==> config.mk <==
export PLATFORM = sky130hd
export DESIGN_NAME = xlate_cfg_regs
export DESIGN_NICKNAME = d
export VERILOG_FILES = /design/src/design/fetch_pkg.sv /design/src/design/xlate_cfg_regs.sv
export VERILOG_INCLUDE_DIRS = /design/src /design/src/design
export SDC_FILE = /design/constraint.sdc
export NUM_CORES = 1
export LEC_CHECK = 0
export ABC_AREA = 1
export BUFFER_PORTS_ARGS = -buffer_cell sky130_fd_sc_hd__buf_2
export CORE_ASPECT_RATIO = 1.1
export CORE_MARGIN = 4
export CORE_UTILIZATION = 45
export CTS_BUF_LIST = sky130_fd_sc_hd__clkbuf_8
export CTS_CLUSTER_DIAMETER = 30
export DETAILED_ROUTE_END_ITERATION = 6
export GPL_TIMING_DRIVEN = 0
export PLACE_DENSITY = 0.83
export SYNTH_ARGS = -nofsm -noshare
export SYNTH_HDL_FRONTEND = slang
export SYNTH_SLANG_ARGS = --single-unit
==> constraint.sdc <==
create_clock -name clk -period 1.3 [get_ports clk]
set_input_delay 0.065 -clock clk [delete_from_list [all_inputs] [get_ports clk]]
set_output_delay 0.065 -clock clk [all_outputs]
set_load 0.02 [all_outputs]
==> src/design/fetch_settings.svh <==
`ifndef FETCH_SETTINGS_SVH
`define FETCH_SETTINGS_SVH

// Datapath and address width
`define XLEN        32

// First fetch address out of reset
`define PC_RESET    32'h0000_0100

// addi x0, x0, 0 stands in for a faulting instruction
`define INSTR_NOP   32'h0000_0013

// Instruction memory word index width and depth
`define IMEM_AW     8
`define IMEM_DEPTH  (1 << `IMEM_AW)

// Translation config register select
`define CFG_AW      2

`endif

==> src/design/fetch_pkg.sv <==
`include "fetch_settings.svh"

package fetch_pkg;

    typedef logic [`XLEN-1:0]    xlen_t;       // PC, vaddr, paddr, base, limit
    typedef logic [31:0]         instr_t;
    typedef logic [`IMEM_AW-1:0] imem_addr_t;  // Word index into instr_mem
    typedef logic [`CFG_AW-1:0]  cfg_addr_t;

    // Cause reported along with a fetched item
    typedef enum logic [3:0] {
        EXC_INSTR_MISALIGN     = 4'd0,
        EXC_INSTR_ACCESS_FAULT = 4'd1,
        EXC_NONE               = 4'd15   // Outside the cause range
    } exc_code_e;

    // Translation config register map
    typedef enum logic [`CFG_AW-1:0] {
        CFG_ENABLE = 0,
        CFG_BASE   = 1,
        CFG_LIMIT  = 2
    } cfg_reg_e;

endpackage : fetch_pkg

==> src/design/xlate_cfg_regs.sv <==
`timescale 1ns/10ps

module xlate_cfg_regs (
    input  logic                 clk,
    input  logic                 rst_n,
    input  logic                 cfg_we_i,
    input  fetch_pkg::cfg_addr_t cfg_addr_i,
    input  fetch_pkg::xlen_t     cfg_wdata_i,
    output fetch_pkg::xlen_t     cfg_rdata_o,
    output logic                 xlate_en_o,
    output fetch_pkg::xlen_t     xlate_base_o,
    output fetch_pkg::xlen_t     xlate_limit_o
);
    import fetch_pkg::*;

    logic  en_q;
    xlen_t base_q;
    xlen_t limit_q;

    always_ff @(posedge clk) begin
        if (!rst_n) begin
            en_q    <= 1'b0;
            base_q  <= '0;
            limit_q <= '1;   // Whole space reachable until programmed
        end else if (cfg_we_i) begin
            case (cfg_addr_i)
                CFG_ENABLE: en_q    <= cfg_wdata_i[0];
                CFG_BASE:   base_q  <= cfg_wdata_i;
                CFG_LIMIT:  limit_q <= cfg_wdata_i;
                default:    ;
            endcase
        end
    end

    // Read back
    always_comb begin
        case (cfg_addr_i)
            CFG_ENABLE: cfg_rdata_o = xlen_t'(en_q);
            CFG_BASE:   cfg_rdata_o = base_q;
            CFG_LIMIT:  cfg_rdata_o = limit_q;
            default:    cfg_rdata_o = '0;
        endcase
    end

    assign xlate_en_o    = en_q;
    assign xlate_base_o  = base_q;
    assign xlate_limit_o = limit_q;

    // Software only writes mapped registers
    a_cfg_wr_mapped : assert property (@(posedge clk) disable iff (!rst_n)
        cfg_we_i |-> (cfg_addr_i inside {CFG_ENABLE, CFG_BASE, CFG_LIMIT}));

endmodule : xlate_cfg_regs

# Word-level counts from Yosys, hierarchy flattened
# Cells that the tools add are included.
# op_classes
div	0
mux	1
multipliers	0
n_addsub	0
n_eq_ne	2
order_cmp	0
n_reduce_logical	4
n_shift	0
bitwise	0
# ops
op	count
32-bit case mux with 3 select lines	1
2-bit AND reduction	3
2-bit by 1-bit == test with 1-bit output (second input constant)	1
2-bit == test (second input constant)	1
2-bit logical NOT	1
# totals
wordCells	10
out_inout_bits	97
register_bits	65
latch_bits	0
rom_bits	0
mem_count	0
inputBits	37
ramBits	0

# Depth between registers and ports, before layout
# depth
word_depth	2
depth_mapped	6
depth_no_buf	5

# Least setup slack after synthesis
# No wires, ideal clock.
# synth_timing
path_kind	reg-to-output
startpoint	register base_q[10], in the netlist xlate_base_o[10]
endpoint	output port cfg_rdata_o[10]
stages_incl_launch_ff	3
n_path_buf	0
t_required_ns	1.235
arrival_ns	0.994
slack_ns	0.241
cell_sequence	dfxtp_1 -> inv_1 -> o21ai_0
# synth_via
elab_chain_len	1
# synth_rtl
item	line	text
from (decl)	xlate_cfg_regs.sv:17	xlen_t base_q;
from (signal assigned)	xlate_cfg_regs.sv:28	CFG_BASE: base_q <= cfg_wdata_i;
32-bit case mux with 3 select lines	xlate_cfg_regs.sv:37	case (cfg_addr_i)
to (decl)	xlate_cfg_regs.sv:9	output fetch_pkg::xlen_t cfg_rdata_o,
# Every way passes these cells.

# Worst setup path after layout
# layout_timing
startpoint	register base_q[20], in the netlist xlate_base_o[20]
endpoint	output port cfg_rdata_o[20]
# Same word-level chain as after synthesis.

==> summary.md <==
The run finished with clean final reports. The overall track demand over capacity in global routing was 25.82%; the area of the mapped netlist was 2890 µm². After routing the design area is 4149 µm². For the power share of the combinational group, the log shows 21.4%. At the worst endpoint, the required time is 1.24 ns. For the share of total power in the clock network, the log shows 33.1%. Traced cell by cell, the critical path runs through inv_1 -> o21ai_0 -> buf_2. The critical path class was flip-flop to output port. Pin placement for this block handled 134 I/O pins. In this run switching power makes up 31.69% of total power.

The first global-routing pass estimated 16210 µm of wire. Path class of the lowest-slack min-delay path: input port to flip-flop. The number of antenna violations at the first check in global routing was 0. In the routed layout, each cell is associated on average with a via count of 5.017. The share of the synthesized area in the top cell type came out at 45.02%.

After clock tree synthesis, the clock-pin slew on the worst setup and hold paths is 0.07 ns. Summed over all cells, the static leakage comes to 0.002260 µW. Setup total negative slack on the finished layout was measured at 0 ns. The final critical path time including I/O delays and setup is 1.236 ns. Of the total power, registers draw 45.5%. Setup violations remaining at the end of the flow were counted as 0.

For the total via count in the routed design, the log shows 3442. STA classifies the critical path startpoint as a flip-flop. Across the run, the number of max-cap violations was 0. Summed over all instances, the cell type with the most area after synthesis is dfxtp_1. The cell at the slowest stage of the critical path was dfxtp_1.

Of the synthesized area, sequential elements account for 45.02%. The tools report the wire length after detailed routing as 10190 µm. Synthesis handed over a netlist of 427 instances. The pre-antenna-repair detailed-routing pass consisted of 5 iterations.

The highest net fanout along the worst path came out at 2. Summed over all layers, the global routing overflow is 0. Once placement finished, the instance area stood at 3646 µm². A synthesized cell averages 6.769 µm². After legalization and detailed placement, the total HPWL measured 6705 µm. The repair_antennas step left the layout with diodes totalling 0. For this run, the number of Yosys warnings is 0. Number of max-slew violations in the final report: 0. The slew at the pin closest to its max-slew limit works out to 0.5844 ns.

CTS placed an instance of clkbuf_8 at the clock tree root. Of the cells placed in the final design, the portion with a size suffix greater than 1 is 28.22%. The final worst-path cycle share is 95.07%. The tools report the largest clock skew in the final design as 0 ns.

Clock tree synthesis inserted a total of 9 buffers. The internal portion of the total power is 3252 µW. The later pin in the worst-skew pair is clocked with a latency of 0.33 ns. The number of placed instances with taps included is 638, and the final cell count without fillers is 686.

The register bit count reported by yosys works out to 65. In this run the core area contains 30 standard-cell rows. The analysis attributes to net switching a power of 1509 µW.

The tools report the initial standard-cell utilization of the core as 46.67%. When the netlist entered floorplanning its net count stood at 464. The die is 92.06 µm tall. After synthesis, the cell types taking the most area are dfxtp_1, nand2_1, nand3_1.

The maximum count of clock buffers along a single path was 2; the floorplan die width was 84.41 µm. The total count of hold-check failures in the final report was 0; the achievable clock frequency was 809.1 MHz. The final layout contains 638 nets. Dividing the detail-routed wire length by the instance count gives 14.85 µm. The run gives 6193 µm² as the core area. Setup repair after global routing left no endpoint under its margin. The quantity of I/O buffers inserted on ports was 131; the number of distinct library cells after synthesis was 18.

The post-placement worst setup slack is 0.09175 ns. The number of buffers and inverters on the critical path is 2. The via count of the first global-routing pass was 3478. The fill cell total of the finished layout was 547; the CTS H-tree depth was 3. The growth of design area from synthesis to finish was 43.55%. On the worst path, the slowest cell contributes a delay of 0.35 ns. For the placer's final routability congestion estimate, the log shows 0.8021.

The post-CTS repair timing setup buffer count is 0, and the setup slack after layout is 0.06413 ns. In this run the tightest slew margin relative to its limit is 61.04%. The die covers 7770 µm². The largest voltage drop on the vdd net was 0.0007492 V. Grouping stages by cell kind, the critical path spends the most delay in flip-flops. The tools report the DRC violations left as 0. Entering global routing, the biggest net connects 12 pins. Data on the critical path arrives at its endpoint at 1.17 ns. For this design, the sink count on the clock tree is 65. For this block, the initial DRC count from the detailed router was 209.

STA classifies the critical path endpoint as an output port. For this design the ratio of total power to cell area is 1147 nW/µm². TritonCTS built the clock tree.

The count of nets left with antenna violations once routing finished came out at 0.
## worst paths after layout
check,startpoint,end,slack (ns),depth (start not counted)
max reg2reg,xlate_base_o[17]$_SDFFE_PN0P_,xlate_base_o[17]$_SDFFE_PN0P_,0.58,4
min,cfg_we_i,xlate_limit_o[31]$_SDFFE_PN1P_,0.07,3
min reg2reg,xlate_limit_o[30]$_SDFFE_PN1P_,xlate_limit_o[30]$_SDFFE_PN1P_,0.48,2
max,xlate_base_o[20]$_SDFFE_PN0P_,cfg_rdata_o[20],0.06,3
## metal layers
metal	global-route usage, %	part of all wire, %	vias to the layer above
li1	-	-	1680
met1	29.40	40	1581
met2	44.87	50	162
met3	6.739	8.3	19
met4	12.01	2.0	0
met5	0	0	-
## placed cells by master, fill, tap and decap left out
cell,synthesis,final
clkbuf_2,1,2
a21oi_1,1,1
nor2_1,66,66
inv_1,33,33
o21ai_1,7,7
o21ai_0,24,24
nand3_4,1,1
clkbuf_8,0,11
buf_4,8,8
dfxtp_1,65,65
nand3_1,65,65
buf_6,7,7
clkinvlp_4,0,2
nand2_1,132,132
inv_2,1,1
o211ai_1,1,1
clkinv_2,0,3
buf_1,1,1
buf_2,4,135
clkbuf_1,9,8
dlygate4sd3_1,0,32
nor2_2,1,1
## tightest hold or removal path: stages
cell	delay [ns]
buf_4	0.15
nand3_1	0.09
nand3_1	0.07
## cells in the mapped netlist
cell,instances
a21oi_1,1
buf_1,1
buf_2,4
buf_4,8
buf_6,7
clkbuf_1,9
clkbuf_2,1
dfxtp_1,65
inv_1,33
inv_2,1
nand2_1,132
nand3_1,65
nand3_4,1
nor2_1,66
nor2_2,1
o211ai_1,1
o21ai_0,24
o21ai_1,7
## through the flow
step	power [µW]	utilization (%)	hold WS, ns
2_1_floorplan	2776	-	0.1999
3_3_place_gp	3111	58.87	0.3074
3_5_place_dp	3135	58.87	0.3127
4_1_cts	4756	66.97	0.05855
5_1_grt	4953	66.99	0.08573
6_report	4760	66.99	0.07268
## state kept, by name, summed over array words and instances, names as in the netlist
name,cells
xlate_en_o,1
xlate_limit_o,32
xlate_base_o,32
## power by group through the flow
stage | Clock, µW | Sequential [µW] | Combinational [µW]
after global placement | 0 | 2200 | 909
after global routing | 1670 | 2180 | 1110
final | 1580 | 2170 | 1020
after detailed placement | 0 | 2210 | 929
after CTS | 1590 | 2160 | 1010
after floorplan | 0 | 2330 | 446
## repair_timing
action,CTS,global route
hold buffers,32,0
resized for setup,0,2
endpoints found under the hold margin,58,0
setup endpoints to repair,0,1
## cells by family (layout without fill, tap and decap cells)
group,count (synthesis),after routing,synth area share [%]
buffers and inverters,64,243,11.39
AND/OR/NAND/NOR,265,265,37.79
AO/OA/AOI/OAI,33,33,5.801
flip-flops,65,65,45.02
## layout make-up
class / count / area [µm²] / share of cell area [%]
tap: 80 / 100.1 / 2.413
buffer: 30 / 202.7 / 4.885
timing repair buffer: 163 / 975.9 / 23.52
clock inverter: 5 / 30.03 / 0.7238
clock buffer: 11 / 151.4 / 3.649
sequential: 65 / 1301 / 31.36
inverter: 34 / 127.6 / 3.076
multi-input combinational: 298 / 1260 / 30.37
No activity file was read; power rests on OpenSTA's default activity.
