==> src/design/fetch_settings.svh <==
`ifndef FETCH_SETTINGS_SVH
`define FETCH_SETTINGS_SVH

// Datapath and address width
`define XLEN        32

// First fetch address out of reset
`define PC_RESET    32'h0000_0100

// addi x0, x0, 0 stands in for a faulting instruction
`define INSTR_NOP   32'h0000_0013

// Instruction memory word index width and depth
`define IMEM_AW     8
`define IMEM_DEPTH  (1 << `IMEM_AW)

// Translation config register select
`define CFG_AW      2

`endif

==> src/design/fetch_pkg.sv <==
`include "fetch_settings.svh"

package fetch_pkg;

    typedef logic [`XLEN-1:0]    xlen_t;       // PC, vaddr, paddr, base, limit
    typedef logic [31:0]         instr_t;
    typedef logic [`IMEM_AW-1:0] imem_addr_t;  // Word index into instr_mem
    typedef logic [`CFG_AW-1:0]  cfg_addr_t;

    // Cause reported along with a fetched item
    typedef enum logic [3:0] {
        EXC_INSTR_MISALIGN     = 4'd0,
        EXC_INSTR_ACCESS_FAULT = 4'd1,
        EXC_NONE               = 4'd15   // Outside the cause range
    } exc_code_e;

    // Translation config register map
    typedef enum logic [`CFG_AW-1:0] {
        CFG_ENABLE = 0,
        CFG_BASE   = 1,
        CFG_LIMIT  = 2
    } cfg_reg_e;

endpackage : fetch_pkg

==> src/design/fetch_stage.sv <==
`timescale 1ns/10ps
`include "fetch_settings.svh"

module fetch_stage (
    input  logic                  clk,
    input  logic                  rst_n,
    // Redirects
    input  logic                  exe_redirect_i,
    input  fetch_pkg::xlen_t      exe_pc_i,
    input  logic                  csr_redirect_i,
    input  fetch_pkg::xlen_t      csr_pc_i,
    // Translator
    output fetch_pkg::xlen_t      xlate_vaddr_o,
    input  fetch_pkg::xlen_t      xlate_paddr_i,
    input  logic                  xlate_hit_i,
    // Instruction memory, four-phase
    output logic                  imem_req_o,
    output fetch_pkg::imem_addr_t imem_addr_o,
    input  logic                  imem_ack_i,
    input  fetch_pkg::instr_t     imem_rdata_i,
    // Decode
    output logic                  id_valid_o,
    input  logic                  id_ready_i,
    output fetch_pkg::instr_t     id_instr_o,
    output fetch_pkg::xlen_t      id_pc_o,
    output logic                  id_exc_req_o,
    output fetch_pkg::exc_code_e  id_exc_code_o
);
    import fetch_pkg::*;

    typedef enum logic [1:0] {
        IDLE,
        REQ,
        WAIT_ACK_LOW,
        HOLD
    } fetch_state_e;

    fetch_state_e state_q;
    xlen_t        pc_q;
    xlen_t        pc_next;
    logic         req_q;
    imem_addr_t   addr_q;
    logic         discard_q;     // Word in flight is stale

    // Decode output register
    logic         valid_q;
    instr_t       instr_q;
    xlen_t        item_pc_q;
    logic         exc_req_q;
    exc_code_e    exc_code_q;

    logic         redirect;
    logic         transfer;
    logic         launch_req;
    logic         launch_exc;
    logic         capture;
    logic         item_kept;
    exc_code_e    exc_code;

    assign redirect  = exe_redirect_i | csr_redirect_i;
    assign transfer  = valid_q & id_ready_i;
    assign item_kept = valid_q & ~transfer & ~redirect;

    // Misalignment is checked ahead of the translation miss
    always_comb begin
        if (pc_q[1] | pc_q[0]) begin
            exc_code = EXC_INSTR_MISALIGN;
        end else if (!xlate_hit_i) begin
            exc_code = EXC_INSTR_ACCESS_FAULT;
        end else begin
            exc_code = EXC_NONE;
        end
    end

    assign launch_exc = (state_q == IDLE) && !redirect && (exc_code != EXC_NONE);
    assign launch_req = (state_q == IDLE) && !redirect && (exc_code == EXC_NONE);
    assign capture    = (state_q == REQ) && imem_ack_i && !discard_q && !redirect;

    // CSR target first, then execute, then step on transfer
    always_comb begin
        if (csr_redirect_i) begin
            pc_next = csr_pc_i;
        end else if (exe_redirect_i) begin
            pc_next = exe_pc_i;
        end else if (transfer) begin
            pc_next = pc_q + xlen_t'(4);
        end else begin
            pc_next = pc_q;   // Stalled
        end
    end

    always_ff @(posedge clk) begin
        if (!rst_n) begin
            pc_q <= `PC_RESET;
        end else begin
            pc_q <= pc_next;
        end
    end

    always_ff @(posedge clk) begin
        if (!rst_n) begin
            state_q   <= IDLE;
            req_q     <= 1'b0;
            discard_q <= 1'b0;
        end else begin
            case (state_q)
                IDLE: begin
                    if (launch_exc) begin
                        state_q <= HOLD;    // No memory access on a fault
                    end else if (launch_req) begin
                        state_q <= REQ;
                        req_q   <= 1'b1;
                    end
                end
                REQ: begin
                    if (redirect) begin
                        discard_q <= 1'b1;
                    end
                    if (imem_ack_i) begin
                        state_q   <= WAIT_ACK_LOW;
                        req_q     <= 1'b0;
                        discard_q <= 1'b0;
                    end
                end
                WAIT_ACK_LOW: begin
                    if (!imem_ack_i) begin
                        state_q <= item_kept ? HOLD : IDLE;
                    end
                end
                HOLD: begin
                    if (redirect || transfer) begin
                        state_q <= IDLE;
                    end
                end
                default: state_q <= IDLE;
            endcase
        end
    end

    // Word index latched with req and held through the transaction
    always_ff @(posedge clk) begin
        if (launch_req) begin
            addr_q <= xlate_paddr_i[`IMEM_AW+1:2];
        end
    end

    always_ff @(posedge clk) begin
        if (!rst_n) begin
            valid_q   <= 1'b0;
            exc_req_q <= 1'b0;
        end else if (redirect || transfer) begin
            valid_q   <= 1'b0;  // Redirect flushes a held item
            exc_req_q <= 1'b0;
        end else if (capture) begin
            valid_q   <= 1'b1;
            exc_req_q <= 1'b0;
        end else if (launch_exc) begin
            valid_q   <= 1'b1;
            exc_req_q <= 1'b1;
        end
    end

    always_ff @(posedge clk) begin
        if (capture) begin
            instr_q    <= imem_rdata_i;
            item_pc_q  <= pc_q;
            exc_code_q <= EXC_NONE;
        end else if (launch_exc) begin
            instr_q    <= `INSTR_NOP;
            item_pc_q  <= pc_q;
            exc_code_q <= exc_code;
        end
    end

    assign xlate_vaddr_o = pc_q;
    assign imem_req_o    = req_q;
    assign imem_addr_o   = addr_q;
    assign id_valid_o    = valid_q;
    assign id_instr_o    = instr_q;
    assign id_pc_o       = item_pc_q;
    assign id_exc_req_o  = exc_req_q;
    assign id_exc_code_o = exc_code_q;

    // A new req waits for ack to fall
    a_req_after_ack_low : assert property (@(posedge clk) disable iff (!rst_n)
        (!imem_req_o && imem_ack_i) |=> !imem_req_o);

    // A stalled item holds until decode takes it
    a_id_stable : assert property (@(posedge clk) disable iff (!rst_n)
        (id_valid_o && !id_ready_i && !redirect) |=>
            (id_valid_o && $stable(id_instr_o) && $stable(id_pc_o)
             && $stable(id_exc_req_o) && $stable(id_exc_code_o)));

endmodule : fetch_stage

==> config.mk <==
export PLATFORM = sky130hd
export DESIGN_NAME = fetch_stage
export DESIGN_NICKNAME = d
export VERILOG_FILES = /design/src/design/fetch_pkg.sv /design/src/design/fetch_stage.sv
export VERILOG_INCLUDE_DIRS = /design/src /design/src/design
export SDC_FILE = /design/constraint.sdc
export NUM_CORES = 1
export LEC_CHECK = 0
export BUFFER_PORTS_ARGS = -buffer_cell sky130_fd_sc_hd__buf_2
export CELL_PAD_IN_SITES_DETAIL_PLACEMENT = 1
export CELL_PAD_IN_SITES_GLOBAL_PLACEMENT = 1
export CORE_ASPECT_RATIO = 1.2
export CORE_MARGIN = 2
export CORE_UTILIZATION = 30
export DETAILED_ROUTE_END_ITERATION = 10
export GPL_ROUTABILITY_DRIVEN = 0
export GPL_TIMING_DRIVEN = 0
export MAX_ROUTING_LAYER = met4
export PLACE_DENSITY_LB_ADDON = 0.05
export SYNTH_ARGS = -nofsm -noshare
export SYNTH_HDL_FRONTEND = slang
export SYNTH_SLANG_ARGS = --single-unit
==> constraint.sdc <==
create_clock -name clk -period 9.17 [get_ports clk]
set_input_delay 2.2925 -clock clk [delete_from_list [all_inputs] [get_ports clk]]
set_output_delay 2.2925 -clock clk [all_outputs]
set_load 0.02 [all_outputs]
; ---- After elaboration in Yosys (flattened, before gate mapping)
; Cells that the tools add are included.
[word_totals]
in_bits = 135
regBits = 114
output_inout_bits = 111
[op_classes]
n_addsub = 1
muxes = 24
reduce_logical = 19
n_bitwise = 8
eq_ne = 11
[ops]
columns = cell, n
row1 = $mux W32, 7
row2 = $add A32 B3 Y32 const B, 1
row3 = $mux W2, 6
row4 = $ne A2 B2 Y1 const B, 5
row5 = $mux W4, 2
row6 = $pmux W2 S4, 1
row7 = $reduce_and A4 Y1, 2
row8 = $mux W1, 7
row9 = $logic_and A1 B1 Y1, 6
row10 = $reduce_bool A2 Y1, 3
row11 = $eq A2 B2 Y1 const B, 2
row12 = $eq A4 B4 Y1 const B, 1
row13 = $ne A4 B4 Y1 const B, 1
row14 = $and A1 B1 Y1, 3
row15 = $ne A3 B3 Y1 const B, 1
row16 = $not A1 Y1, 3
row17 = $reduce_bool A3 Y1, 1
row18 = $reduce_or A3 Y1, 1
row19 = $eq A2 B1 Y1 const B, 1
row20 = $logic_not A1 Y1, 2
row21 = $logic_not A2 Y1, 1
row22 = $or A1 B1 Y1, 2
row23 = $pmux W1 S2, 1
row24 = $reduce_and A2 Y1, 1
row25 = 2 further kinds, 2

; ---- Depth between registers and ports, before layout
[logic_depth]
depth_word = 7
depth_mapped = 7
ltp_nobuf = 6

; ---- Least setup slack after synthesis
; No wires, ideal clock.
[synth_path]
path_type = input port to flip-flop
from = input port csr_redirect_i
to = register instr_q[0] (netlist: id_instr_o[0]) (enable)
setup_slack_ns = 4.670
arrival_time_ns = 4.106
required_ns = 8.776
path_buffers = 2
setup_time_ns = 0.394
path_stages = 6
cell_sequence = clkbuf_1 nor2_1 clkbuf_1 nand2_1 a21oi_1 or2_2
[synth_between]
elab_chain_cells = 5
word_cells_on_any_way = 6
cone_classes = bitwise: 1 / reduce/logical: 5
[synth_lines]
columns = item, line
row1 = "start, declared", fetch_stage.sv:10  ; input logic csr_redirect_i,
row2 = $or A1 B1 Y1 (*), fetch_stage.sv:60  ; assign redirect = exe_redirect_i | csr_redirect_i;
row3 = $logic_not A1 Y1 (*), "fetch_stage.sv:75, fetch_stage.sv:77"
row4 = $logic_and A1 B1 Y1 (2 in a row), fetch_stage.sv:75  ; assign launch_exc = (state_q == IDLE) && !redirect && (exc_code != EXC_NONE);
row5 = $reduce_bool A2 Y1 (no source line) (*), -
row6 = "end signal, assigned", fetch_stage.sv:165  ; instr_q <= imem_rdata_i;
row7 = "end signal, assigned", fetch_stage.sv:169  ; instr_q <= `INSTR_NOP;
row8 = "end, declared", fetch_stage.sv:47  ; instr_t instr_q;
; Mark *: on every way between the ends. The rest lies on a longest branch, timed or not.
; A chain may end at the register's enable or synchronous reset.

; ---- Final worst setup path
[layout_path]
from = input port csr_redirect_i
to = register item_pc_q[28] (netlist: id_pc_o[28]) (enable)
[layout_between]
elab_chain_cells = 5
word_cells_on_any_way = 6
cone_classes = bitwise: 1 / reduce/logical: 5
[layout_lines]
columns = item, line
row1 = $or A1 B1 Y1 (*), fetch_stage.sv:60
row2 = $logic_not A1 Y1 (*), "fetch_stage.sv:75, fetch_stage.sv:77"
row3 = $logic_and A1 B1 Y1 (2 in a row), fetch_stage.sv:75
row4 = $reduce_bool A2 Y1 (no source line) (*), -
row5 = "end signal, assigned", fetch_stage.sv:166  ; item_pc_q <= pc_q;
row6 = "end signal, assigned", fetch_stage.sv:170  ; item_pc_q <= pc_q;
row7 = "end, declared", fetch_stage.sv:48  ; xlen_t item_pc_q;
; Marks and branches as above.

==> results.yml <==
sta:
  period_share_pct: 51.8
  worstMarginPinSlew_ns: 0.923
  finalHoldViolations: 0
  skew_ns: 0.0143
  final-setup-viol-count: 0
  fin_crit_ns: 4.75
  tns_ns: 0
  maxSlewViolCount: 0
  fmax_mhz: 211
  rsz0062_at_grt: "no"
  slew_headroom_pct: 37.9
layout:
  antenna_cells: 0
  utilization_pct: 40.9
  fillers: 1932
  drive_gt1_share_pct: 36.4
  area_growth_pct: 32.9
  nNetsFinal: 823
  design_area_um2: 6680
clock_network:
  cts_tree: "yes"
  cts_hold_buf: 0
  clk_path_buf_depth: 2
  cts_num_sinks: 112
  clk_latency_ns: 0.36
  post_cts_buffers: 0
  postCtsResizedCells: 0
  cts.clk_slew.worst_paths_ns: 0.08
  cts_made_buffers: 9
  root_buffer: "clkbuf_16"
  htree_levels: 3
setup_path:
  startpoint_type: "input pin"
  arrival_ns: 4.73
  crit_type: "in2reg"
  rr_worst_depth: 4
  end_kind: "flop"
  worstPathMaxFanout: 64
  crit_required_ns: 9.16
hold_path:
  hold_path_depth: 2
  hp-class: "reg2reg"
placed_design:
  io_buffers: 220
  placed_cell_area_um2: 6390
  hpwlAfterDp_um: 13100
routing:
  via_count: 4589
  drt_wl_total_um: 17700
  drt-vias-per-instance: 5.08
  drcViolationCount: 0
  drtIter0Drc: 291
  drtPass1Iterations: 6
  antenna_left: 0
  wl_per_cell_um: 19.6
die:
  core_region_area_um2: 16300
  start_util_pct: 30.8
  dieArea_um2: 17800
  fp.dieH_um: 146
  io_pins: 246
  rows: 51
  die-width_um: 122
yosys:
  netlist_area_um2: 5020
  yosysUniqueCellTypes: 61
  synth_top_area_cell: "edfxtp_1"
  syn_area_per_cell_um2: 11.0
  synth_top_area_share_pct: 43.0
  ys_ff_latch: 112
  syn_nets: 592
  syn_inst: 456
  ys_seq_area_share_pct: 59.0
  synth-main-ff-cell: "edfxtp_1"
  ys_top_cells_by_area: "edfxtp_1 (43%), dfxtp_1 (16%), and2_1 (4.1%)"
  async_flop_share_pct: 0
  synth_edf_count: 72
  ys_warn_count: 0
power:
  power_mw: 1.16
  cellLeakagePower_nw: 2.71
  pwr_density_cell_nw_per_um2: 173
  peakVddDrop_v: 0.0000792
global_routing:
  grt_pass1_wl_um: 26700
  grt_start_max_net_pins: 65
  first_global_vias: 4715
  antenna_found_initial: 0
  grt_overflow: 0
  track_usage_pct: 20.1
outcome:
  outcome: "finished clean"
flow_run:
  cap_violations: 0
## worst paths after layout
path                                startpoint          end  slack (ns)
worst max-delay path            csr_redirect_i  id_pc_o[28]        4.42
worst max register to register      state_q[0]  id_pc_o[28]        6.54
worst min-delay path                imem_req_o   imem_req_o        0.49
worst min register to register      imem_req_o   imem_req_o        0.49
## area by class of cell
class / instances / area (um^2) / area share (%)
buffer: 27 / 123 / 1.84
clock buffer: 10 / 229 / 3.43
clock inverter: 6 / 53.8 / 0.806
inverter: 8 / 30.0 / 0.450
multi-input combinational: 309 / 1910 / 28.6
sequential: 112 / 2960 / 44.4
tap: 212 / 265 / 3.97
timing repair buffer: 220 / 1100 / 16.5
## cells in the mapped netlist (3+ instances only)
cell type / number
and4_1: 5
clkbuf_1: 19
a221o_1: 3
a211oi_1: 4
a31oi_1: 4
o21ai_0: 27
or4_1: 3
a22oi_1: 7
inv_1: 7
a21oi_1: 27
o22ai_1: 6
nand3_1: 20
nand2b_1: 6
nor3_1: 7
nor2_1: 30
edfxtp_1: 72
a222oi_1: 6
dfxtp_1: 40
nand2_1: 33
nor2b_1: 4
buf_4: 3
mux2i_1: 9
and2_1: 33
xor2_1: 8
a22o_1: 5
o211ai_1: 5
and3_1: 6
nand4_1: 11
nor3b_1: 3
## placed cells by master, fill, tap and decap left out, types with 3 or more instances in the layout
master     synthesis  final
buf_2              2    222
clkinv_4           0      3
a22o_1             5      5
a31oi_1            4      4
nand4_1           11     11
nor3_1             7      7
buf_4              3      3
inv_1              7      7
dfxtp_1           40     40
a222oi_1           6      6
nand2b_1           6      6
o22ai_1            6      6
a211oi_1           4      4
and3_1             6      6
edfxtp_1          72     72
clkbuf_1          19     20
a21oi_1           27     27
nand2_1           33     33
o211ai_1           5      5
nand3_1           20     20
nor3b_1            3      3
clkbuf_16          0      9
a22oi_1            7      7
and4_1             5      5
nor2_1            30     30
or4_1              3      3
mux2i_1            9      9
nor2b_1            4      4
and2_1            33     33
o21ai_0           27     27
xor2_1             8      8
a221o_1            3      3
## kinds of logic (layout without fill, tap and decap cells)
group | count (synthesis) | count (layout) | share of synthesized area [%]
flops | 112 | 112 | 59.0
fa+ha+maj | 1 | 1 | 0.249
xor+xnor | 10 | 10 | 1.74
simple gates | 177 | 177 | 19.4
compound gates | 110 | 110 | 14.4
buf+inv | 35 | 271 | 3.04
mux | 11 | 11 | 2.24
## power by group
group          internal (mW)  leakage (nW)  switching (mW)
Sequential             0.570         0.972          0.0263
Clock                  0.189         0.135           0.197
Combinational         0.0646          1.60           0.108
## state kept, by name, indices dropped and copies added (netlist names), 2 cells and up
signal,flops
xlate_vaddr_o,32
state_q,2
id_instr_o,32
imem_addr_o,8
id_exc_code_o,2
id_pc_o,32
## critical path: stages
cell and delay [ns]:
buf_2 0.12, clkbuf_1 0.24, nor2_1 0.21, clkbuf_1 0.48, nand2_1 0.21, a21oi_1 0.34
or2_4 0.79
## through the flow
step                      worst slack (ns)  std cells  hold WS [ns]
after CTS                             4.37        904         0.493
after detailed placement              4.00        888         0.477
final                                 4.42        904         0.488
after global placement                3.64        888         0.471
after global routing                  4.16        904         0.522
after floorplan                       4.67        456         0.494
## metal layers
metal	part of all wire, %	GRT usage [%]	vias to the layer above
li1	-	-	2179
met1	43	24.7	2204
met2	49	34.0	188
met3	5.9	3.25	18
met4	1.3	5.75	0
met5	0	-	-
Note: power is estimated with default switching activity, not from simulation.
