## src/design/fetch_settings.svh

```systemverilog
`ifndef FETCH_SETTINGS_SVH
`define FETCH_SETTINGS_SVH

// Datapath and address width
`define XLEN        32

// First fetch address out of reset
`define PC_RESET    32'h0000_0100

// addi x0, x0, 0 stands in for a faulting instruction
`define INSTR_NOP   32'h0000_0013

// Instruction memory word index width and depth
`define IMEM_AW     8
`define IMEM_DEPTH  (1 << `IMEM_AW)

// Translation config register select
`define CFG_AW      2

`endif

```

## src/design/fetch_pkg.sv

```systemverilog
`include "fetch_settings.svh"

package fetch_pkg;

    typedef logic [`XLEN-1:0]    xlen_t;       // PC, vaddr, paddr, base, limit
    typedef logic [31:0]         instr_t;
    typedef logic [`IMEM_AW-1:0] imem_addr_t;  // Word index into instr_mem
    typedef logic [`CFG_AW-1:0]  cfg_addr_t;

    // Cause reported along with a fetched item
    typedef enum logic [3:0] {
        EXC_INSTR_MISALIGN     = 4'd0,
        EXC_INSTR_ACCESS_FAULT = 4'd1,
        EXC_NONE               = 4'd15   // Outside the cause range
    } exc_code_e;

    // Translation config register map
    typedef enum logic [`CFG_AW-1:0] {
        CFG_ENABLE = 0,
        CFG_BASE   = 1,
        CFG_LIMIT  = 2
    } cfg_reg_e;

endpackage : fetch_pkg

```

## src/design/addr_xlate.sv

```systemverilog
`timescale 1ns/10ps

module addr_xlate (
    input  fetch_pkg::xlen_t vaddr_i,
    input  logic             xlate_en_i,
    input  fetch_pkg::xlen_t xlate_base_i,
    input  fetch_pkg::xlen_t xlate_limit_i,
    output fetch_pkg::xlen_t paddr_o,
    output logic             hit_o
);

    // Base/limit relocation, answered in the same cycle
    always_comb begin
        if (xlate_en_i) begin
            paddr_o = vaddr_i + xlate_base_i;      // Wraps modulo 2**XLEN
            hit_o   = (vaddr_i < xlate_limit_i);   // Limit is exclusive
        end else begin
            paddr_o = vaddr_i;                     // Identity map
            hit_o   = 1'b1;
        end
    end

endmodule : addr_xlate

```

## config.mk

```make
export PLATFORM = sky130hd
export DESIGN_NAME = addr_xlate
export DESIGN_NICKNAME = d
export VERILOG_FILES = /design/src/design/fetch_pkg.sv /design/src/design/addr_xlate.sv
export VERILOG_INCLUDE_DIRS = /design/src /design/src/design
export SDC_FILE = /design/constraint.sdc
export NUM_CORES = 1
export LEC_CHECK = 0
export BUFFER_PORTS_ARGS = -buffer_cell sky130_fd_sc_hd__buf_2
export CAP_MARGIN = 20
export CORE_UTILIZATION = 45
export DETAILED_ROUTE_END_ITERATION = 10
export PLACE_DENSITY = 0.78
export SLEW_MARGIN = 10
export SYNTH_ARGS = -nofsm -noshare
export SYNTH_HDL_FRONTEND = slang
export SYNTH_SLANG_ARGS = --single-unit
```

## constraint.sdc

```tcl
create_clock -name vclk -period 8.8
set_input_delay 1.32 -clock vclk [all_inputs]
set_output_delay 1.32 -clock vclk [all_outputs]
set_load 0.005 [all_outputs]
```

# After elaboration in Yosys (flattened, before gate mapping)
# Index checks and enable logic that the tools add are counted.
# Widths: inputs -> output; s select.
dict set report totals {
  reg_bits 0
  out_inout_bits 33
}
dict set report classes {
  n_mux 2
  order_cmp 1
  addsub 1
}
# cell count
set op_table {}
lappend op_table {{$add 32x32->32} 1}
lappend op_table {{$lt 32x32->1} 1}
lappend op_table {{$mux 32} 1}
lappend op_table {{$mux 1} 1}

# Longest topological paths before layout
# Gate-level depths: netlist of run 1.
dict set report logic_depth {
  depth_word 2
  ltp_mapped 10
}

# Worst setup path before layout of run 1
# No wires, ideal clock.
dict set report synth_timing {
  path_type {input-to-output}
  start {in vaddr_i[0]}
  end {out paddr_o[26]}
  arrival_time_ps 3763
  path_slack_ps 3717
  required_time_ps 7480
  path_buffers 0
  stages 10
  path_cell_list {ha_1 fa_1 a21o_1 a311o_1 a21oi_1 o31ai_1 a211oi_1 o21ai_1 xor2_1 mux2_2}
}
dict set report synth_via {
  elab_chain_len 2
}
# element line_no
set synth_rtl {}
lappend synth_rtl {{from (decl)} addr_xlate.sv:4} ;# input fetch_pkg::xlen_t vaddr_i,
lappend synth_rtl {{$add 32x32->32} addr_xlate.sv:15} ;# paddr_o = vaddr_i + xlate_base_i;
lappend synth_rtl {{$mux 32} addr_xlate.sv:14} ;# if (xlate_en_i) begin
lappend synth_rtl {{to (decl)} addr_xlate.sv:8} ;# output fetch_pkg::xlen_t paddr_o,
# No other way between the ends.

# Worst setup path after layout of run 1
# Same ends and word-level chain as after synthesis.

==> flow_summary.json, run 1 <==
{
  "area_growth_pct": 24.73,
  "syn_nets": 541,
  "final_common_cell": "buf_2",
  "outcome": "finished, final reports clean",
  "rsz0062_at_grt": "no",
  "seqCellArea_um2": 0,
  "yosysUniqueCellTypes": 45,
  "cp.required_ns": 7.48,
  "overflow": 0,
  "place_hpwl_um": 6966,
  "worst_setup_path_end_kind": "output port",
  "dp_cells": 571,
  "drv_cap": 0,
  "crit_type": "input pin to output port",
  "vias": 3257,
  "row_count": 28,
  "cts_setup_buffers": 0,
  "ioPinCount": 130,
  "fin_nets": 658,
  "grt_pass1_vias": 3008,
  "netlist_instances": 381,
  "place_congestion": 0.9351,
  "max_slew.worst_pin.slew_ns": 0.7637,
  "initial_core_util_pct": 46.72,
  "min_period_ns": 5.723,
  "path_max_fanout": 3,
  "cts_resized": 0,
  "startpoint_type": "input pin",
  "arrival_ns": 4.40,
  "cts_hold_buf": 0,
  "first_iter_violations": 122,
  "yosys_warnings": 0,
  "hold_viol_final": 0,
  "remaining_drc_errors": 0,
  "slew_headroom_pct": 49.09,
  "yosysSeqAreaShare_pct": 0,
  "fmax_mhz": 174.7,
  "synth_top_area_share_pct": 27.88,
  "netlist_area_mm2": 0.002783,
  "synth_top_cell_by_area": "ha_1",
  "dr.pass1.iters": 4,
  "io_buffers": 130,
  "wirelength_um": 8003,
  "die_w_um": 80.64,
  "grt_pass1_wl_um": 12540,
  "diodes": 0,
  "nClkBuffers": 0,
  "fin_crit_sh_pct": 65.04,
  "setup_viol": 0,
  "most-common-layout-cells": "130 x buf_2, 62 x ha_1, 43 x a21oi_1",
  "core_mm2": 0.005956,
  "postSynthAreaPerCell_um2": 7.304,
  "grt_usage_pct": 23.49,
  "hold_class": "input pin to output port",
  "antenna_found_initial": 0,
  "wl_per_cell_um": 14.02,
  "die_area_mm2": 0.006502,
  "grt_start_max_net_pins": 36,
  "drv_slew": 0,
  "setup-tns-final_ns": 0,
  "layoutNonFillerInstCount": 571,
  "power_density_mw_per_mm2": 70.27,
  "leakagePower_uw": 0.001941,
  "vias_per_cell": 5.704,
  "yosys-top-cells-area": "ha_1 28%, mux2_2 9.7%, a21o_1 7.8%, a21oi_1 7.7%, xnor2_1 6.3%",
  "peakVddDrop_uv": 35.87,
  "fp.dieH_um": 80.64,
  "antenna_left": 0,
  "seq_cells": 0,
  "layout-drive-gt1-share_pct": 32.06
}
==> metal layers <==
layer  vias to the layer above  share of wire [%]  GRT usage (%)
li1                       1645                  -              -
met1                      1488                 43          27.86
met2                       108                 50          45.34
met3                        16                4.5          1.136
met4                         0                2.4          5.536
met5                         -                  0              0
==> path summary, 6_finish.rpt <==
| check | start | end | slack [ns] | depth (start not counted) |
|---|---|---|---|---|
| min | vaddr_i[31] | paddr_o[31] | 2.92 | 3 |
| max | vaddr_i[0] | paddr_o[26] | 3.08 | 12 |
==> logic make-up after synthesis <==
kind of cell               share of synthesized area, %
AOI/OAI and AO/OA                                 31.52
and+or+nand+nor                                   13.80
adders and majority gates                         28.60
buffers and inverters                             6.879
xor gates and xnor gates                          9.128
muxes                                             10.07
==> cell usage after synthesis, drive strengths merged (2+ instances only) <==
cell type,count
nor2b,2
o31a,3
clkbuf,15
nor2,16
nor3,8
xnor2,20
ha,62
a21oi,44
o31ai,4
nand2,27
inv,36
xor2,9
a31oi,6
o21ai,24
and3,4
o21a,4
a211oi,5
o211ai,2
nand4,10
o21bai,2
a21o,29
nand2b,2
nand3,4
mux2,24
==> through the flow <==
stage          hold WS [ns]  util, %  instance area (um^2)  power [uW]  worst slack, ns
2_1_floorplan         2.695        -                  2783       160.8            3.717
3_3_place_gp          2.917    58.28                  3471       235.5            3.230
3_5_place_dp          2.920    58.28                  3471       241.6            3.144
4_1_cts               2.922    58.28                  3471       243.3            3.141
5_1_grt               2.948    58.28                  3471       270.6            2.935
6_report              2.920    58.28                  3471       243.9            3.077
==> final cells by class <==
type / instances / area [um^2]
tap: 75 / 93.84
timing repair buffer: 130 / 650.6
multi-input combinational: 330 / 2591
inverter: 36 / 135.1
fill: 603 / 2485
==> worst max-delay path: stages <==
cell      delay (ns)
buf_2           0.11
ha_1            0.24
fa_1            0.43
a21o_1          0.23
a311o_1         0.37
a21oi_1         0.23
o31ai_1         0.18
a211oi_1        0.57
o21ai_1         0.16
xor2_1          0.17
mux2_2          0.27
buf_2           0.12
==> where the power goes <==
part / total [uW] / switching, uW / internal (uW)
combinational: 244 / 125 / 119
clock: 0 / 0 / 0
sequential: 0 / 0 / 0
No activity file was read; power rests on OpenSTA's default activity.
==> run 2, diff against run 1 <==
--- a/config.mk
+++ b/config.mk
@@ -10,7 +10,7 @@
 export CAP_MARGIN = 20
 export CORE_UTILIZATION = 45
 export DETAILED_ROUTE_END_ITERATION = 10
-export PLACE_DENSITY = 0.78
+export PLACE_DENSITY = 0.81
 export SLEW_MARGIN = 10
 export SYNTH_ARGS = -nofsm -noshare
 export SYNTH_HDL_FRONTEND = slang
==> constraint.sdc (replaced) <==
create_clock -name vclk -period 5
set_input_delay 0.75 -clock vclk [all_inputs]
set_output_delay 0.75 -clock vclk [all_outputs]
set_load 0.005 [all_outputs]
==> flow_summary.json, run 2 (synthesized netlist as in run 1, its figures left out) <==
{
  "slew_headroom_pct": 50.04,
  "hold_depth": 3,
  "leakagePower_uw": 0.001946,
  "initial_core_util_pct": 46.72,
  "wirelength_um": 7974,
  "min_period_ns": 4.316,
  "n_fill_cell": 590,
  "seqCellArea_um2": 0,
  "worst_setup_path_end_kind": "output port",
  "dp_cells": 572,
  "overflow": 0,
  "first_iter_violations": 103,
  "most-common-layout-cells": "130 x buf_2, 62 x ha_1, 43 x a21oi_1",
  "wl_per_cell_um": 13.94,
  "peakVddDrop_uv": 64.91,
  "setup-tns-final_ns": 0,
  "cp.required_ns": 4.25,
  "die_w_um": 80.64,
  "drv_slew": 0,
  "hold_class": "input pin to output port",
  "nClkBuffers": 0,
  "diodes": 0,
  "fmax_mhz": 231.7,
  "grt_pass1_wl_um": 12830,
  "remaining_drc_errors": 0,
  "antenna_found_initial": 0,
  "max_slew.worst_pin.slew_ns": 0.7495,
  "fin_nets": 659,
  "dr.pass1.iters": 4,
  "path_max_fanout": 3,
  "outcome": "finished, final reports clean",
  "vias": 3219,
  "hold_viol_final": 0,
  "grt_pass1_vias": 3060,
  "layout-drive-gt1-share_pct": 32.19,
  "cts_resized": 0,
  "row_count": 28,
  "grt_usage_pct": 23.94,
  "fin_crit_sh_pct": 86.31,
  "antenna_left": 0,
  "arrival_ns": 3.57,
  "multi_input_area_mm2": 0.002591,
  "setup_viol": 0,
  "core_mm2": 0.005956,
  "hold_start": "vaddr_i[31]",
  "io_buffers": 130,
  "seq_cells": 0,
  "cts_hold_buf": 0,
  "vias_per_cell": 5.628,
  "final_common_cell": "buf_2",
  "crit_end": "paddr_o[26]",
  "crit_type": "input pin to output port",
  "layoutNonFillerInstCount": 572,
  "drv_cap": 0,
  "fp.dieH_um": 80.64,
  "grt_start_max_net_pins": 36,
  "cts_setup_buffers": 0,
  "power_density_mw_per_mm2": 123.8,
  "place_hpwl_um": 6864,
  "die_area_mm2": 0.006502,
  "place_congestion": 0.9239,
  "startpoint": "vaddr_i[0]",
  "ioPinCount": 130,
  "startpoint_type": "input pin",
  "area_growth_pct": 25.00,
  "rsz0062_at_grt": "no"
}
-- run 2: cell count changes in the layout (fill, tap and decap cells not counted) --
cell,change
buf_4,+1
-- run 2: routing by layer --
metal,vias up,track usage (%),share of wire (%)
li1,1642,-,-
met1,1456,28.84,43
met2,109,45.00,50
met3,12,1.477,4.9
met4,0,6.429,2.0
met5,-,0,0
-- run 2: area by class of cell --
type	instances	share of cell area, %
repair buffers	131	18.92
multi-input cells	330	74.50
well taps	75	2.698
inverters	36	3.885
-- run 2: worst max-delay path, stage by stage --
cell and delay (ns):
buf_2 0.11, ha_1 0.23, fa_1 0.42, a21o_1 0.22, a311o_1 0.37, a21oi_1 0.23, o31ai_1 0.17, a211oi_1 0.26
buf_4 0.16, o21ai_1 0.08, xor2_1 0.16, mux2_2 0.27, buf_2 0.13
-- run 2: where the power goes --
group / switching (uW) / total, uW / internal, uW
registers: 0 / 0 / 0
logic: 220 / 431 / 210
clock network: 0 / 0 / 0
total: 220 / 431 / 210
-- run 2: stage by stage --
step	power, uW	area (um^2)	hold slack [ns]	setup WS [ns]	util, %
after floorplan	283.0	2783	1.555	1.057	-
after global placement	415.1	3478	1.786	0.7402	58.40
after detailed placement	425.1	3478	1.785	0.6894	58.40
after CTS	428.4	3478	1.785	0.6827	58.40
after global routing	478.1	3478	1.794	0.4412	58.40
final	430.6	3478	1.782	0.6843	58.40
-- run 2: worst min path at each step --
stage                  end
2_1_floorplan  paddr_o[31]
3_3_place_gp   paddr_o[31]
3_5_place_dp   paddr_o[31]
4_1_cts        paddr_o[31]
5_1_grt        paddr_o[31]
6_report       paddr_o[31]
==> run 3, diff against run 2 <==
--- a/config.mk
+++ b/config.mk
@@ -8,9 +8,9 @@
 export LEC_CHECK = 0
 export BUFFER_PORTS_ARGS = -buffer_cell sky130_fd_sc_hd__buf_2
 export CAP_MARGIN = 20
-export CORE_UTILIZATION = 45
+export CORE_UTILIZATION = 35
 export DETAILED_ROUTE_END_ITERATION = 10
-export PLACE_DENSITY = 0.81
+export PLACE_DENSITY = 0.65
 export SLEW_MARGIN = 10
 export SYNTH_ARGS = -nofsm -noshare
 export SYNTH_HDL_FRONTEND = slang
==> flow_summary.json, run 3 (synthesized netlist as in run 1, its figures left out) <==
{
  "cts_setup_buffers": 0,
  "hold_start": "vaddr_i[31]",
  "rsz0062_at_grt": "no",
  "dr.pass1.iters": 6,
  "grt_start_max_net_pins": 36,
  "cts_hold_buf": 0,
  "min_period_ns": 4.322,
  "overflow": 0,
  "power_density_mw_per_mm2": 121.3,
  "diodes": 0,
  "peakVddDrop_uv": 46.57,
  "worst_setup_path_end_kind": "output port",
  "nClkBuffers": 0,
  "seq_power_share_pct": 0,
  "hold_class": "input pin to output port",
  "drv_slew": 0,
  "row_count": 32,
  "place_hpwl_um": 6854,
  "wl_per_cell_um": 13.14,
  "wirelength_um": 7881,
  "slew_headroom_pct": 57.00,
  "switching_share_pct": 50.76,
  "seq_cells": 0,
  "initial_core_util_pct": 36.01,
  "p_comb_share_pct": 100.0,
  "fin_hold_ws_ns": 1.781,
  "place_congestion": 0.8637,
  "area_growth_pct": 26.48,
  "hold_viol_final": 0,
  "setup-tns-final_ns": 0,
  "leakagePower_uw": 0.001950,
  "crit_type": "input pin to output port",
  "whs_endpoint": "paddr_o[31]",
  "n_fill_cell": 815,
  "hold_depth": 3,
  "max_slew.worst_pin.slew_ns": 0.6380,
  "setup_viol": 0,
  "switching_power_uw": 216.7,
  "p_int_uw": 210.2,
  "startpoint_type": "input pin",
  "most-common-layout-cells": "130 x buf_2, 62 x ha_1, 43 x a21oi_1",
  "cp.required_ns": 4.25,
  "final_common_cell": "buf_2",
  "io_buffers": 130,
  "fp.dieH_um": 91.17,
  "die_w_um": 91.17,
  "design_area_mm2": 0.003520,
  "drv_cap": 0,
  "core_mm2": 0.007727,
  "die_area_mm2": 0.008311,
  "placed_cell_area_mm2": 0.003520,
  "first_iter_violations": 88,
  "clkPwrFrac_pct": 0,
  "path_max_fanout": 3,
  "remaining_drc_errors": 0,
  "fmax_mhz": 231.4,
  "antenna_found_initial": 0,
  "arrival_ns": 3.57,
  "antenna_left": 0,
  "grt_pass1_vias": 2955,
  "grt_usage_pct": 18.53,
  "fin_util_pct": 45.55,
  "cts_resized": 0,
  "fin_crit_sh_pct": 86.44,
  "layout-drive-gt1-share_pct": 32.33,
  "seqCellArea_um2": 0,
  "ioPinCount": 130,
  "vias_per_cell": 5.242,
  "grt_pass1_wl_um": 13140,
  "outcome": "finished, final reports clean",
  "fin_nets": 660,
  "vias": 3145
}
==> run 3: cell types whose count changed in the layout (fill, tap and decap cells not counted), sizes merged <==
cell / change
buf: +1
==> run 3: through the flow <==
step | power [uW] | std cells | setup slack, ns
final | 426.8 | 600 | 0.6782
after CTS | 429.4 | 600 | 0.6943
after floorplan | 283.0 | 381 | 1.057
after global routing | 479.9 | 600 | 0.5264
after detailed placement | 426.3 | 600 | 0.6973
after global placement | 421.8 | 600 | 0.7185
==> run 3: cell type report <==
cell class,instances,area [um^2],area share (%)
repair buffers,132,665.6,18.91
well taps,102,127.6,3.626
inverters,36,135.1,3.839
multi-input cells,330,2591,73.62
==> run 3: layer usage <==
layer,vias to the layer above,global-route usage (%),wire [um]
met5,-,0,0
met4,0,2.646,98
met3,8,1.089,355
met2,90,34.22,3789
met1,1403,23.98,3638
li1,1644,-,-
==> run 3: how the worst max path moves through the flow <==
| stage | from | to | slack, ns | depth (start not counted) |
|---|---|---|---|---|
| 3_3_place_gp | vaddr_i[0] | paddr_o[26] | 0.72 | 13 |
| 4_1_cts | vaddr_i[0] | paddr_o[26] | 0.69 | 13 |
| 3_5_place_dp | vaddr_i[0] | paddr_o[26] | 0.70 | 13 |
| 6_report | vaddr_i[0] | paddr_o[26] | 0.68 | 13 |
| 5_1_grt | vaddr_i[0] | paddr_o[26] | 0.53 | 13 |
| 2_1_floorplan | vaddr_i[0] | paddr_o[26] | 1.06 | 10 |
==> run 3: critical path, cell delays in order <==
cell      delay [ns]
buf_2           0.11
ha_1            0.23
fa_1            0.41
a21o_1          0.23
a311o_1         0.37
a21oi_1         0.23
o31ai_1         0.19
a211oi_1        0.26
buf_4           0.16
o21ai_1         0.09
xor2_1          0.15
mux2_2          0.26
buf_2           0.12
==> run 3: power by group through the flow <==
stage	Sequential [uW]	Clock, uW	Combinational, uW
after floorplan	0	0	283
after global placement	0	0	422
after detailed placement	0	0	426
after CTS	0	0	429
after global routing	0	0	480
final	0	0	427
